**config.mk**
```make
export PLATFORM = sky130hd
export DESIGN_NAME = lc3b_pipeline
export DESIGN_NICKNAME = d
export VERILOG_FILES = /design/src/lc3b_types.sv /design/src/control_rom.sv /design/src/regfile.sv /design/src/hazard_detect.sv /design/src/lc3b_pipeline.sv
export VERILOG_INCLUDE_DIRS = /design/src
export SDC_FILE = /design/constraint.sdc
export NUM_CORES = 1
export LEC_CHECK = 0
export ABC_AREA = 1
export BUFFER_PORTS_ARGS = -buffer_cell sky130_fd_sc_hd__buf_2
export CORE_UTILIZATION = 65
export DETAILED_ROUTE_END_ITERATION = 8
export HOLD_SLACK_MARGIN = 0.02
export PLACE_DENSITY = 0.83
export SYNTH_ARGS = -nofsm -noshare
export SYNTH_HDL_FRONTEND = slang
export SYNTH_SLANG_ARGS = --single-unit
export TNS_END_PERCENT = 30
```
**constraint.sdc**
```tcl
create_clock -name clk -period 5.8 [get_ports clk]
set_input_delay 1.16 -clock clk [delete_from_list [all_inputs] [get_ports clk]]
set_output_delay 1.16 -clock clk [all_outputs]
set_load 0.01 [all_outputs]
```
**src/lc3b_config.svh**
```systemverilog
`ifndef LC3B_CONFIG_SVH
`define LC3B_CONFIG_SVH

// fetch address after reset
`define LC3B_RESET_PC 16'h0000

// depth of the instruction and data memory models, in words
`define LC3B_MEM_WORDS 256

`endif

```
**src/lc3b_types.sv**
```systemverilog
package lc3b_types;

    typedef logic [15:0] lc3b_word;   // data or address
    typedef logic [2:0]  lc3b_reg;    // register index
    typedef logic [2:0]  lc3b_nzp;    // one-hot n, z, p

    typedef enum logic [3:0] {
        op_br   = 4'b0000,
        op_add  = 4'b0001,
        op_ldb  = 4'b0010,
        op_stb  = 4'b0011,
        op_jsr  = 4'b0100,
        op_and  = 4'b0101,
        op_ldr  = 4'b0110,
        op_str  = 4'b0111,
        op_rti  = 4'b1000,
        op_not  = 4'b1001,
        op_ldi  = 4'b1010,
        op_sti  = 4'b1011,
        op_jmp  = 4'b1100,
        op_shf  = 4'b1101,
        op_lea  = 4'b1110,
        op_trap = 4'b1111
    } lc3b_opcode;

    // alu_pass is zero so an all-zero control word does nothing
    typedef enum logic [1:0] {
        alu_pass = 2'b00,
        alu_add  = 2'b01,
        alu_and  = 2'b10,
        alu_not  = 2'b11
    } alu_ops;

    typedef struct packed {
        logic       branch;                    // if
        logic       regfile_sr1_mux_sel;       // id
        logic       regfile_sr2_mux_sel;
        logic       pc_adder_mux_sel;          // ex
        logic [2:0] general_alu_mux_sel;
        alu_ops     general_alu_op;
        logic       cc_load;                   // mem
        logic [1:0] cc_gen_mux_sel;
        logic       br_en_load;
        logic       internal_mdr_load;
        logic       data_memory_write_enable;
        logic [1:0] data_memory_addr_mux_sel;
        logic [1:0] data_memory_byte_sel;
        logic [2:0] regfile_data_mux_sel;      // wb
        logic       regfile_dest_mux_sel;
        logic       regfile_load;
    } lc3b_control_word;

    typedef struct packed {
        logic             valid;
        lc3b_word         pc;       // incremented pc of this instruction
        lc3b_word         ir;
        lc3b_control_word ctrl;
        lc3b_word         a;        // sr1 value
        lc3b_word         b;        // sr2 value, store data for STR
        lc3b_word         result;   // alu result or branch target
        lc3b_word         mdr;
    } lc3b_stage;

endpackage

```
**src/control_rom.sv**
```systemverilog
`timescale 1ns/100ps

module control_rom (
    input  lc3b_types::lc3b_word         ir_in,
    output lc3b_types::lc3b_control_word control_out
);
    import lc3b_types::*;

    lc3b_opcode opcode;
    logic       imm_form;

    assign opcode   = lc3b_opcode'(ir_in[15:12]);
    assign imm_form = ir_in[5];   // ADD/AND second operand is imm5

    always_comb begin
        control_out = '0;   // every field defaults to no effect

        case (opcode)
            op_add: begin
                control_out.regfile_sr1_mux_sel = 1'b0;   // sr1 = ir[8:6]
                control_out.regfile_sr2_mux_sel = 1'b0;   // sr2 = ir[2:0]
                if (imm_form) begin
                    control_out.general_alu_mux_sel = 3'b010;   // imm5
                end else begin
                    control_out.general_alu_mux_sel = 3'b000;   // sr2
                end
                control_out.general_alu_op       = alu_add;
                control_out.cc_load              = 1'b1;
                control_out.cc_gen_mux_sel       = 2'b01;    // cc from alu
                control_out.regfile_data_mux_sel = 3'b101;   // alu result
                control_out.regfile_dest_mux_sel = 1'b0;     // dr = ir[11:9]
                control_out.regfile_load         = 1'b1;
            end

            op_and: begin
                control_out.regfile_sr1_mux_sel = 1'b0;
                control_out.regfile_sr2_mux_sel = 1'b0;
                if (imm_form) begin
                    control_out.general_alu_mux_sel = 3'b010;
                end else begin
                    control_out.general_alu_mux_sel = 3'b000;
                end
                control_out.general_alu_op       = alu_and;
                control_out.cc_load              = 1'b1;
                control_out.cc_gen_mux_sel       = 2'b01;
                control_out.regfile_data_mux_sel = 3'b101;
                control_out.regfile_dest_mux_sel = 1'b0;
                control_out.regfile_load         = 1'b1;
            end

            op_not: begin
                control_out.regfile_sr1_mux_sel  = 1'b0;
                control_out.general_alu_op       = alu_not;   // ignores operand b
                control_out.cc_load              = 1'b1;
                control_out.cc_gen_mux_sel       = 2'b01;
                control_out.regfile_data_mux_sel = 3'b101;
                control_out.regfile_dest_mux_sel = 1'b0;
                control_out.regfile_load         = 1'b1;
            end

            op_ldr: begin
                control_out.regfile_sr1_mux_sel      = 1'b0;     // base register
                control_out.general_alu_mux_sel      = 3'b100;   // offset6 << 1
                control_out.general_alu_op           = alu_add;
                control_out.cc_load                  = 1'b1;
                control_out.cc_gen_mux_sel           = 2'b10;    // cc from loaded word
                control_out.internal_mdr_load        = 1'b1;
                control_out.data_memory_write_enable = 1'b0;
                control_out.data_memory_addr_mux_sel = 2'b01;    // address from alu
                control_out.data_memory_byte_sel     = 2'b11;    // full word
                control_out.regfile_data_mux_sel     = 3'b010;   // mdr
                control_out.regfile_dest_mux_sel     = 1'b0;
                control_out.regfile_load             = 1'b1;
            end

            op_str: begin
                control_out.regfile_sr1_mux_sel      = 1'b0;
                control_out.regfile_sr2_mux_sel      = 1'b1;     // sr = ir[11:9]
                control_out.general_alu_mux_sel      = 3'b100;
                control_out.general_alu_op           = alu_add;
                control_out.data_memory_write_enable = 1'b1;
                control_out.data_memory_addr_mux_sel = 2'b01;
                control_out.data_memory_byte_sel     = 2'b11;
            end

            op_br: begin
                control_out.branch           = 1'b1;
                control_out.pc_adder_mux_sel = 1'b0;   // offset9
                control_out.br_en_load       = 1'b1;   // nzp test in mem
            end

            // outside the subset, retires as a no-op
            default: begin
                control_out = '0;
            end
        endcase
    end

endmodule : control_rom

```
**src/regfile.sv**
```systemverilog
`timescale 1ns/100ps

module regfile (
    input  logic                 clk,
    input  logic                 arst_n,
    input  logic                 load,
    input  lc3b_types::lc3b_reg  sr1,
    input  lc3b_types::lc3b_reg  sr2,
    input  lc3b_types::lc3b_reg  dest,
    input  lc3b_types::lc3b_word in,
    output lc3b_types::lc3b_word reg_a,
    output lc3b_types::lc3b_word reg_b
);
    import lc3b_types::*;

    lc3b_word regs [8];

    always_ff @(posedge clk or negedge arst_n) begin
        if (!arst_n) begin
            for (int i = 0; i < 8; i++) begin
                regs[i] <= '0;
            end
        end else if (load) begin
            regs[dest] <= in;
        end
    end

    // write-through so the reader in ID sees the value WB is writing
    assign reg_a = (load && (dest == sr1)) ? in : regs[sr1];
    assign reg_b = (load && (dest == sr2)) ? in : regs[sr2];

endmodule : regfile

```
**src/hazard_detect.sv**
```systemverilog
`timescale 1ns/100ps

module hazard_detect (
    input  lc3b_types::lc3b_reg sr1,
    input  lc3b_types::lc3b_reg sr2,
    input  logic                use_sr1,
    input  logic                use_sr2,
    input  lc3b_types::lc3b_reg ex_dest,
    input  logic                ex_load,     // already gated by ex valid
    input  lc3b_types::lc3b_reg mem_dest,
    input  logic                mem_load,    // already gated by mem valid
    output logic                stall
);

    logic sr1_ex_hit;
    logic sr1_mem_hit;
    logic sr2_ex_hit;
    logic sr2_mem_hit;

    // WB needs no compare, the regfile writes through
    assign sr1_ex_hit  = use_sr1 && ex_load  && (sr1 == ex_dest);
    assign sr1_mem_hit = use_sr1 && mem_load && (sr1 == mem_dest);
    assign sr2_ex_hit  = use_sr2 && ex_load  && (sr2 == ex_dest);
    assign sr2_mem_hit = use_sr2 && mem_load && (sr2 == mem_dest);

    assign stall = sr1_ex_hit | sr1_mem_hit | sr2_ex_hit | sr2_mem_hit;

endmodule : hazard_detect

```
**src/lc3b_pipeline.sv**
```systemverilog
`timescale 1ns/100ps
`include "lc3b_config.svh"

module lc3b_pipeline (
    input  logic                 clk,
    input  logic                 arst_n,
    output lc3b_types::lc3b_word imem_addr,
    input  lc3b_types::lc3b_word imem_rdata,
    output lc3b_types::lc3b_word dmem_addr,
    output lc3b_types::lc3b_word dmem_wdata,
    output logic                 dmem_we,
    input  lc3b_types::lc3b_word dmem_rdata
);
    import lc3b_types::*;

    lc3b_word         pc;
    lc3b_word         pc_plus2;
    lc3b_word         pc_next;
    lc3b_stage        if_id;
    lc3b_stage        id_ex;
    lc3b_stage        ex_mem;
    lc3b_stage        mem_wb;
    lc3b_stage        if_id_next;
    lc3b_stage        id_ex_next;
    lc3b_stage        ex_mem_next;
    lc3b_stage        mem_wb_next;
    lc3b_control_word id_ctrl;
    lc3b_opcode       id_opcode;
    lc3b_reg          id_sr1;
    lc3b_reg          id_sr2;
    lc3b_word         reg_a;
    lc3b_word         reg_b;
    logic             use_sr1;
    logic             use_sr2;
    logic             hazard_stall;
    logic             stall;
    lc3b_word         alu_b;
    lc3b_word         alu_out;
    lc3b_word         pc_adder_out;
    lc3b_word         ex_result;
    lc3b_word         mem_value;
    lc3b_nzp          cc;
    lc3b_nzp          cc_gen;
    logic             br_taken;
    logic             wb_load;
    lc3b_reg          wb_dest;
    lc3b_word         wb_data;

    function automatic lc3b_reg dest_of(input lc3b_stage s);
        return s.ir[11:9];
    endfunction

    assign imem_addr = pc;
    assign pc_plus2  = pc + 16'd2;

    // decode
    control_rom control_rom_i (
        .ir_in       (if_id.ir),
        .control_out (id_ctrl)
    );

    assign id_opcode = lc3b_opcode'(if_id.ir[15:12]);
    assign id_sr1    = if_id.ir[8:6];
    assign id_sr2    = id_ctrl.regfile_sr2_mux_sel ? if_id.ir[11:9] : if_id.ir[2:0];
    assign use_sr1   = if_id.valid &&
                       (id_ctrl.regfile_load || id_ctrl.data_memory_write_enable);
    assign use_sr2   = if_id.valid && (id_ctrl.regfile_sr2_mux_sel ||
                       ((id_opcode == op_add || id_opcode == op_and) && !if_id.ir[5]));

    regfile regfile_i (
        .clk    (clk),
        .arst_n (arst_n),
        .load   (wb_load),
        .sr1    (id_sr1),
        .sr2    (id_sr2),
        .dest   (wb_dest),
        .in     (wb_data),
        .reg_a  (reg_a),
        .reg_b  (reg_b)
    );

    hazard_detect hazard_detect_i (
        .sr1      (id_sr1),
        .sr2      (id_sr2),
        .use_sr1  (use_sr1),
        .use_sr2  (use_sr2),
        .ex_dest  (dest_of(id_ex)),
        .ex_load  (id_ex.valid && id_ex.ctrl.regfile_load),
        .mem_dest (dest_of(ex_mem)),
        .mem_load (ex_mem.valid && ex_mem.ctrl.regfile_load),
        .stall    (hazard_stall)
    );

    // a taken branch flushes ID anyway, so it overrides the stall
    assign stall = hazard_stall && !br_taken;

    // execute
    always_comb begin
        case (id_ex.ctrl.general_alu_mux_sel)
            3'b010:  alu_b = {{11{id_ex.ir[4]}}, id_ex.ir[4:0]};          // imm5
            3'b100:  alu_b = {{9{id_ex.ir[5]}}, id_ex.ir[5:0], 1'b0};     // offset6 words
            default: alu_b = id_ex.b;
        endcase
        case (id_ex.ctrl.general_alu_op)
            alu_add: alu_out = id_ex.a + alu_b;
            alu_and: alu_out = id_ex.a & alu_b;
            alu_not: alu_out = ~id_ex.a;
            default: alu_out = alu_b;
        endcase
    end

    assign pc_adder_out = id_ex.pc + {{6{id_ex.ir[8]}}, id_ex.ir[8:0], 1'b0};   // offset9 words
    assign ex_result    = id_ex.ctrl.branch ? pc_adder_out : alu_out;

    // memory
    assign dmem_addr  = (ex_mem.ctrl.data_memory_addr_mux_sel == 2'b00) ? ex_mem.pc
                                                                        : ex_mem.result;
    assign dmem_wdata = ex_mem.b;
    assign dmem_we    = ex_mem.valid && ex_mem.ctrl.data_memory_write_enable &&
                        (ex_mem.ctrl.data_memory_byte_sel == 2'b11);   // word writes only

    assign mem_value = (ex_mem.ctrl.cc_gen_mux_sel == 2'b10) ? dmem_rdata : ex_mem.result;
    assign cc_gen    = mem_value[15] ? 3'b100 : ((mem_value == '0) ? 3'b010 : 3'b001);
    assign br_taken  = ex_mem.valid && ex_mem.ctrl.branch && ex_mem.ctrl.br_en_load &&
                       ((ex_mem.ir[11:9] & cc) != 3'b000);

    always_ff @(posedge clk or negedge arst_n) begin
        if (!arst_n) begin
            cc <= 3'b010;   // z
        end else if (ex_mem.valid && ex_mem.ctrl.cc_load) begin
            cc <= cc_gen;
        end
    end

    // writeback
    assign wb_load = mem_wb.valid && mem_wb.ctrl.regfile_load;
    assign wb_dest = dest_of(mem_wb);
    always_comb begin
        case (mem_wb.ctrl.regfile_data_mux_sel)
            3'b010:  wb_data = mem_wb.mdr;
            3'b101:  wb_data = mem_wb.result;
            default: wb_data = mem_wb.pc;   // link value
        endcase
    end

    // next state of pc and stage registers
    always_comb begin
        pc_next     = pc;
        if_id_next  = if_id;    // hold on stall
        id_ex_next  = '0;       // bubble unless ID advances
        ex_mem_next = '0;
        mem_wb_next = ex_mem;
        if (!stall) begin
            pc_next          = pc_plus2;
            if_id_next       = '0;
            if_id_next.valid = 1'b1;
            if_id_next.pc    = pc_plus2;
            if_id_next.ir    = imem_rdata;
            if (if_id.valid) begin
                id_ex_next      = if_id;
                id_ex_next.ctrl = id_ctrl;
                id_ex_next.a    = reg_a;
                id_ex_next.b    = reg_b;
            end
        end
        if (id_ex.valid) begin
            ex_mem_next        = id_ex;
            ex_mem_next.result = ex_result;
        end
        mem_wb_next.mdr = ex_mem.ctrl.internal_mdr_load ? dmem_rdata : ex_mem.mdr;
        if (br_taken) begin
            pc_next     = ex_mem.result;   // target from the pc adder
            if_id_next  = '0;
            id_ex_next  = '0;
            ex_mem_next = '0;
        end
    end

    always_ff @(posedge clk or negedge arst_n) begin
        if (!arst_n) begin
            pc     <= `LC3B_RESET_PC;
            if_id  <= '0;
            id_ex  <= '0;
            ex_mem <= '0;
            mem_wb <= '0;
        end else begin
            pc     <= pc_next;
            if_id  <= if_id_next;
            id_ex  <= id_ex_next;
            ex_mem <= ex_mem_next;
            mem_wb <= mem_wb_next;
        end
    end

endmodule : lc3b_pipeline

```
==> results.cfg <==
[worst_setup_path]
reg2reg_setup_slack_ns = 2.11
cp-start-kind = register
path_max_fanout = 50
worstSetupEndpointType = register
timing.rr.start = id_opcode[2]
critPathKind = reg2reg
critPathLaunch = id_opcode[2]
cp.required_ns = 6.22
arrival_ns = 4.12

[die]
io_pins = 83
core_area_sq_mm = 0.0289
die_w_microns = 174
rows = 62
initial_core_util_pct = 66.4
die_area_sq_mm = 0.0302
die_y_microns = 174

[run]
maxCapViolCount = 0

[power_and_ir_drop]
power_density_mw_per_mm2 = 629
ir_worst_vdd_v = 0.000404
p_leak_uw = 0.0108

[placed_design]
place_hpwl_microns = 38500
placed_area_sq_mm = 0.0196
place.gp.congestion = 0.938
numPortBuffers = 82
dp_slack_ns = 2.18

[clock_network]
cts_buffer_depth = 3
cts_resized = 0
clkTransAtPathRegs_ns = 0.06
cts_setup_buffers = 0
cts_tree = yes
root_buffer = clkbuf_16
cts.sinks = 364
cts_made_buffers = 39
clk_latency_ns = 0.54
postCtsHoldBufs = 0
h-tree-depth = 2

[synthesis]
ys_types = 41
synth_cells = 2524
yosysTopAreaCellShare_pct = 47.4
synth-compound-area-share_pct = 13.7
synth_top_area_cell = dfrtp_1
synth_edf_count = 0
synth_commonest_cells = nand2_1, dfrtp_1, nor2_1, inv_1, o21ai_0
syn_area_per_cell_sq_um = 7.59
synth_top_family_by_area = simple AND/OR/NAND/NOR gates
async_flop_share_pct = 100
syn_nets = 2599
synth-simple-area-share_pct = 26.4
ys_ff_latch = 364
synth_ff_type = dfrtp_1
ys_seq_area_share_pct = 47.6
synthXorXnorAreaFrac_pct = 0.686
synthAdderAreaFrac_pct = 2.76
synth_area_sq_mm = 0.0192
synthMuxAreaShare_pct = 0
synth.most_common_cell = nand2_1
synth.area.top_cells = dfrtp_1, nand2_1, nor2_1
ys_warn_count = 0

[finish]
fin_area_sq_mm = 0.0210
antenna_cells = 0
drive_gt1_share_pct = 8.34
fin_nets = 2602
final_core_util_pct = 72.7
areaGrowthSynthToFinish_pct = 9.45
fill_cells = 2232

[global_route]
met3_usage_pct = 7.35
grt-busiest-layer = met2
gr-usage-met2_pct = 58.3
grt_use_met1_pct = 54.0
grt_start_max_net_pins = 123
gr-total-overflow = 0
grt_usage_pct = 38.8
grt_pass1_vias = 17203
antenna_found_initial = 0
grt_pass1_wl_microns = 92000

[drt]
via_count = 17900
viasPerCell = 6.09
wl_per_cell_microns = 19.5
drc = 0
drt_first_pass_iters = 6
drt_iter0_drc = 2392
wl_microns = 57300
ant_nets = 0

[sta]
hold_viol = 0
rsz0062_at_grt = no
finalWorstSetupSlack_ns = 2.11
drv_slew = 0
worst_pin_slew_ns = 1.21
fin_crit_sh_pct = 63.7
final.min_clock_period_ns = 3.69
tns_ns = 0
fmax_mhz = 271
fin_skew_ns = 0.0286
relSlewSlack_pct = 19.6
setup_violations = 0

[status]
status = complete, no violations

[worst_hold_path]
hp-start = ex_mem[113]
hold_path_class = reg2reg
-- report_power, final --
| group | internal (uW) | leakage (uW) | total (uW) | switching [uW] |
|---|---|---|---|---|
| Sequential | 3610 | 0.00457 | 4560 | 946 |
| Combinational | 1980 | 0.00561 | 6050 | 4060 |
| Clock | 1560 | 0.000643 | 2590 | 1030 |
| Total | 7150 | 0.0108 | 13200 | 6040 |
-- metrics by stage --
| step | power [uW] | instances | hold WS [ns] |
|---|---|---|---|
| after floorplan | 8440 | 2524 | 0.352 |
| after detailed placement | 10400 | 2870 | 0.360 |
| after CTS | 13000 | 2938 | 0.371 |
| after global placement | 10200 | 2870 | 0.356 |
| after global routing | 14100 | 2938 | 0.386 |
| final | 13200 | 2938 | 0.369 |
-- area by class of cell --
class | instances | area [sq um] | area share (%)
Sequential cell | 364 | 9110 | 43.4
Inverter | 275 | 1030 | 4.92
Multi-Input combinational cell | 1738 | 8370 | 39.9
Clock buffer | 59 | 1190 | 5.69
Timing Repair Buffer | 109 | 636 | 3.03
Tap cell | 384 | 480 | 2.29
Clock inverter | 9 | 145 | 0.692
-- cells by family after synthesis --
logic type | Yosys count
buffers and inverters | 422
AOI/OAI and AO/OA | 446
DFF | 364
and+or+nand+nor | 1236
adders and majority gates | 41
xor gates and xnor gates | 15
-- path summary, 6_finish.rpt --
check,to,cells after the start
worst max-delay path,imem_addr[1],15
worst min-delay path,mem_wb[113],0
worst max register to register,imem_addr[1],15
worst min register to register,mem_wb[113],0
max in group asynchronous,mem_wb[23],2
min in group asynchronous,regfile_i.regs[61],1
-- cell usage in the layout (no fill, tap or decap), types with 2 or more instances in the layout --
cell          n
buf_4        26
or2_2        23
clkinv_1      3
o21ai_0     221
nand2_4       2
nand4_1      13
buf_2        81
clkbuf_8     10
inv_2         6
clkbuf_16    41
a221o_1      16
o22ai_1       5
nand3_1     197
inv_1       266
nor3_2        4
a21oi_1     105
ha_1         39
fa_1          2
o221ai_1     35
nand2_1     653
xor2_1        8
dfrtp_1     363
clkbuf_1      8
xnor2_1       7
bufinv_16     3
nand2_2       3
nand3b_1      3
clkinvlp_4    4
o21ai_4       2
o211ai_1     51
a31oi_1       2
o21bai_1      5
nor4_1        6
nor3_1        7
nor2_1      320
and2_1        2
-- sequential cells by signal (all words and copies together), names as in the netlist, 4 cells and up --
| signal | cells |
|---|---|
| dmem_wdata | 16 |
| ex_mem | 42 |
| id_ex | 71 |
| id_opcode | 4 |
| if_id | 26 |
| imem_addr | 16 |
| mem_wb | 55 |
| regfile_i.regs | 128 |
-- metal layers --
metal / vias up / wire (microns)
met1: 8435 / 22900
met4: 0 / 3100
met3: 210 / 6070
li1: 8155 / -
met5: - / 0
met2: 1100 / 25200
-- critical path, cell delays in order (launching register included) --
cell     delay [ns]
dfrtp_1        0.40
inv_2          0.08
nor2_4         0.19
nand2_4        0.14
nand2_1        0.13
nand2_2        0.49
nand2_1        0.21
nand2_1        0.07
nor2_1         0.12
nand3_1        0.13
nand3_2        0.09
buf_4          0.44
nand2_1        0.51
buf_4          0.40
nand2_1        0.09
nand2_1        0.06
Note: power is estimated with default switching activity, not from simulation.
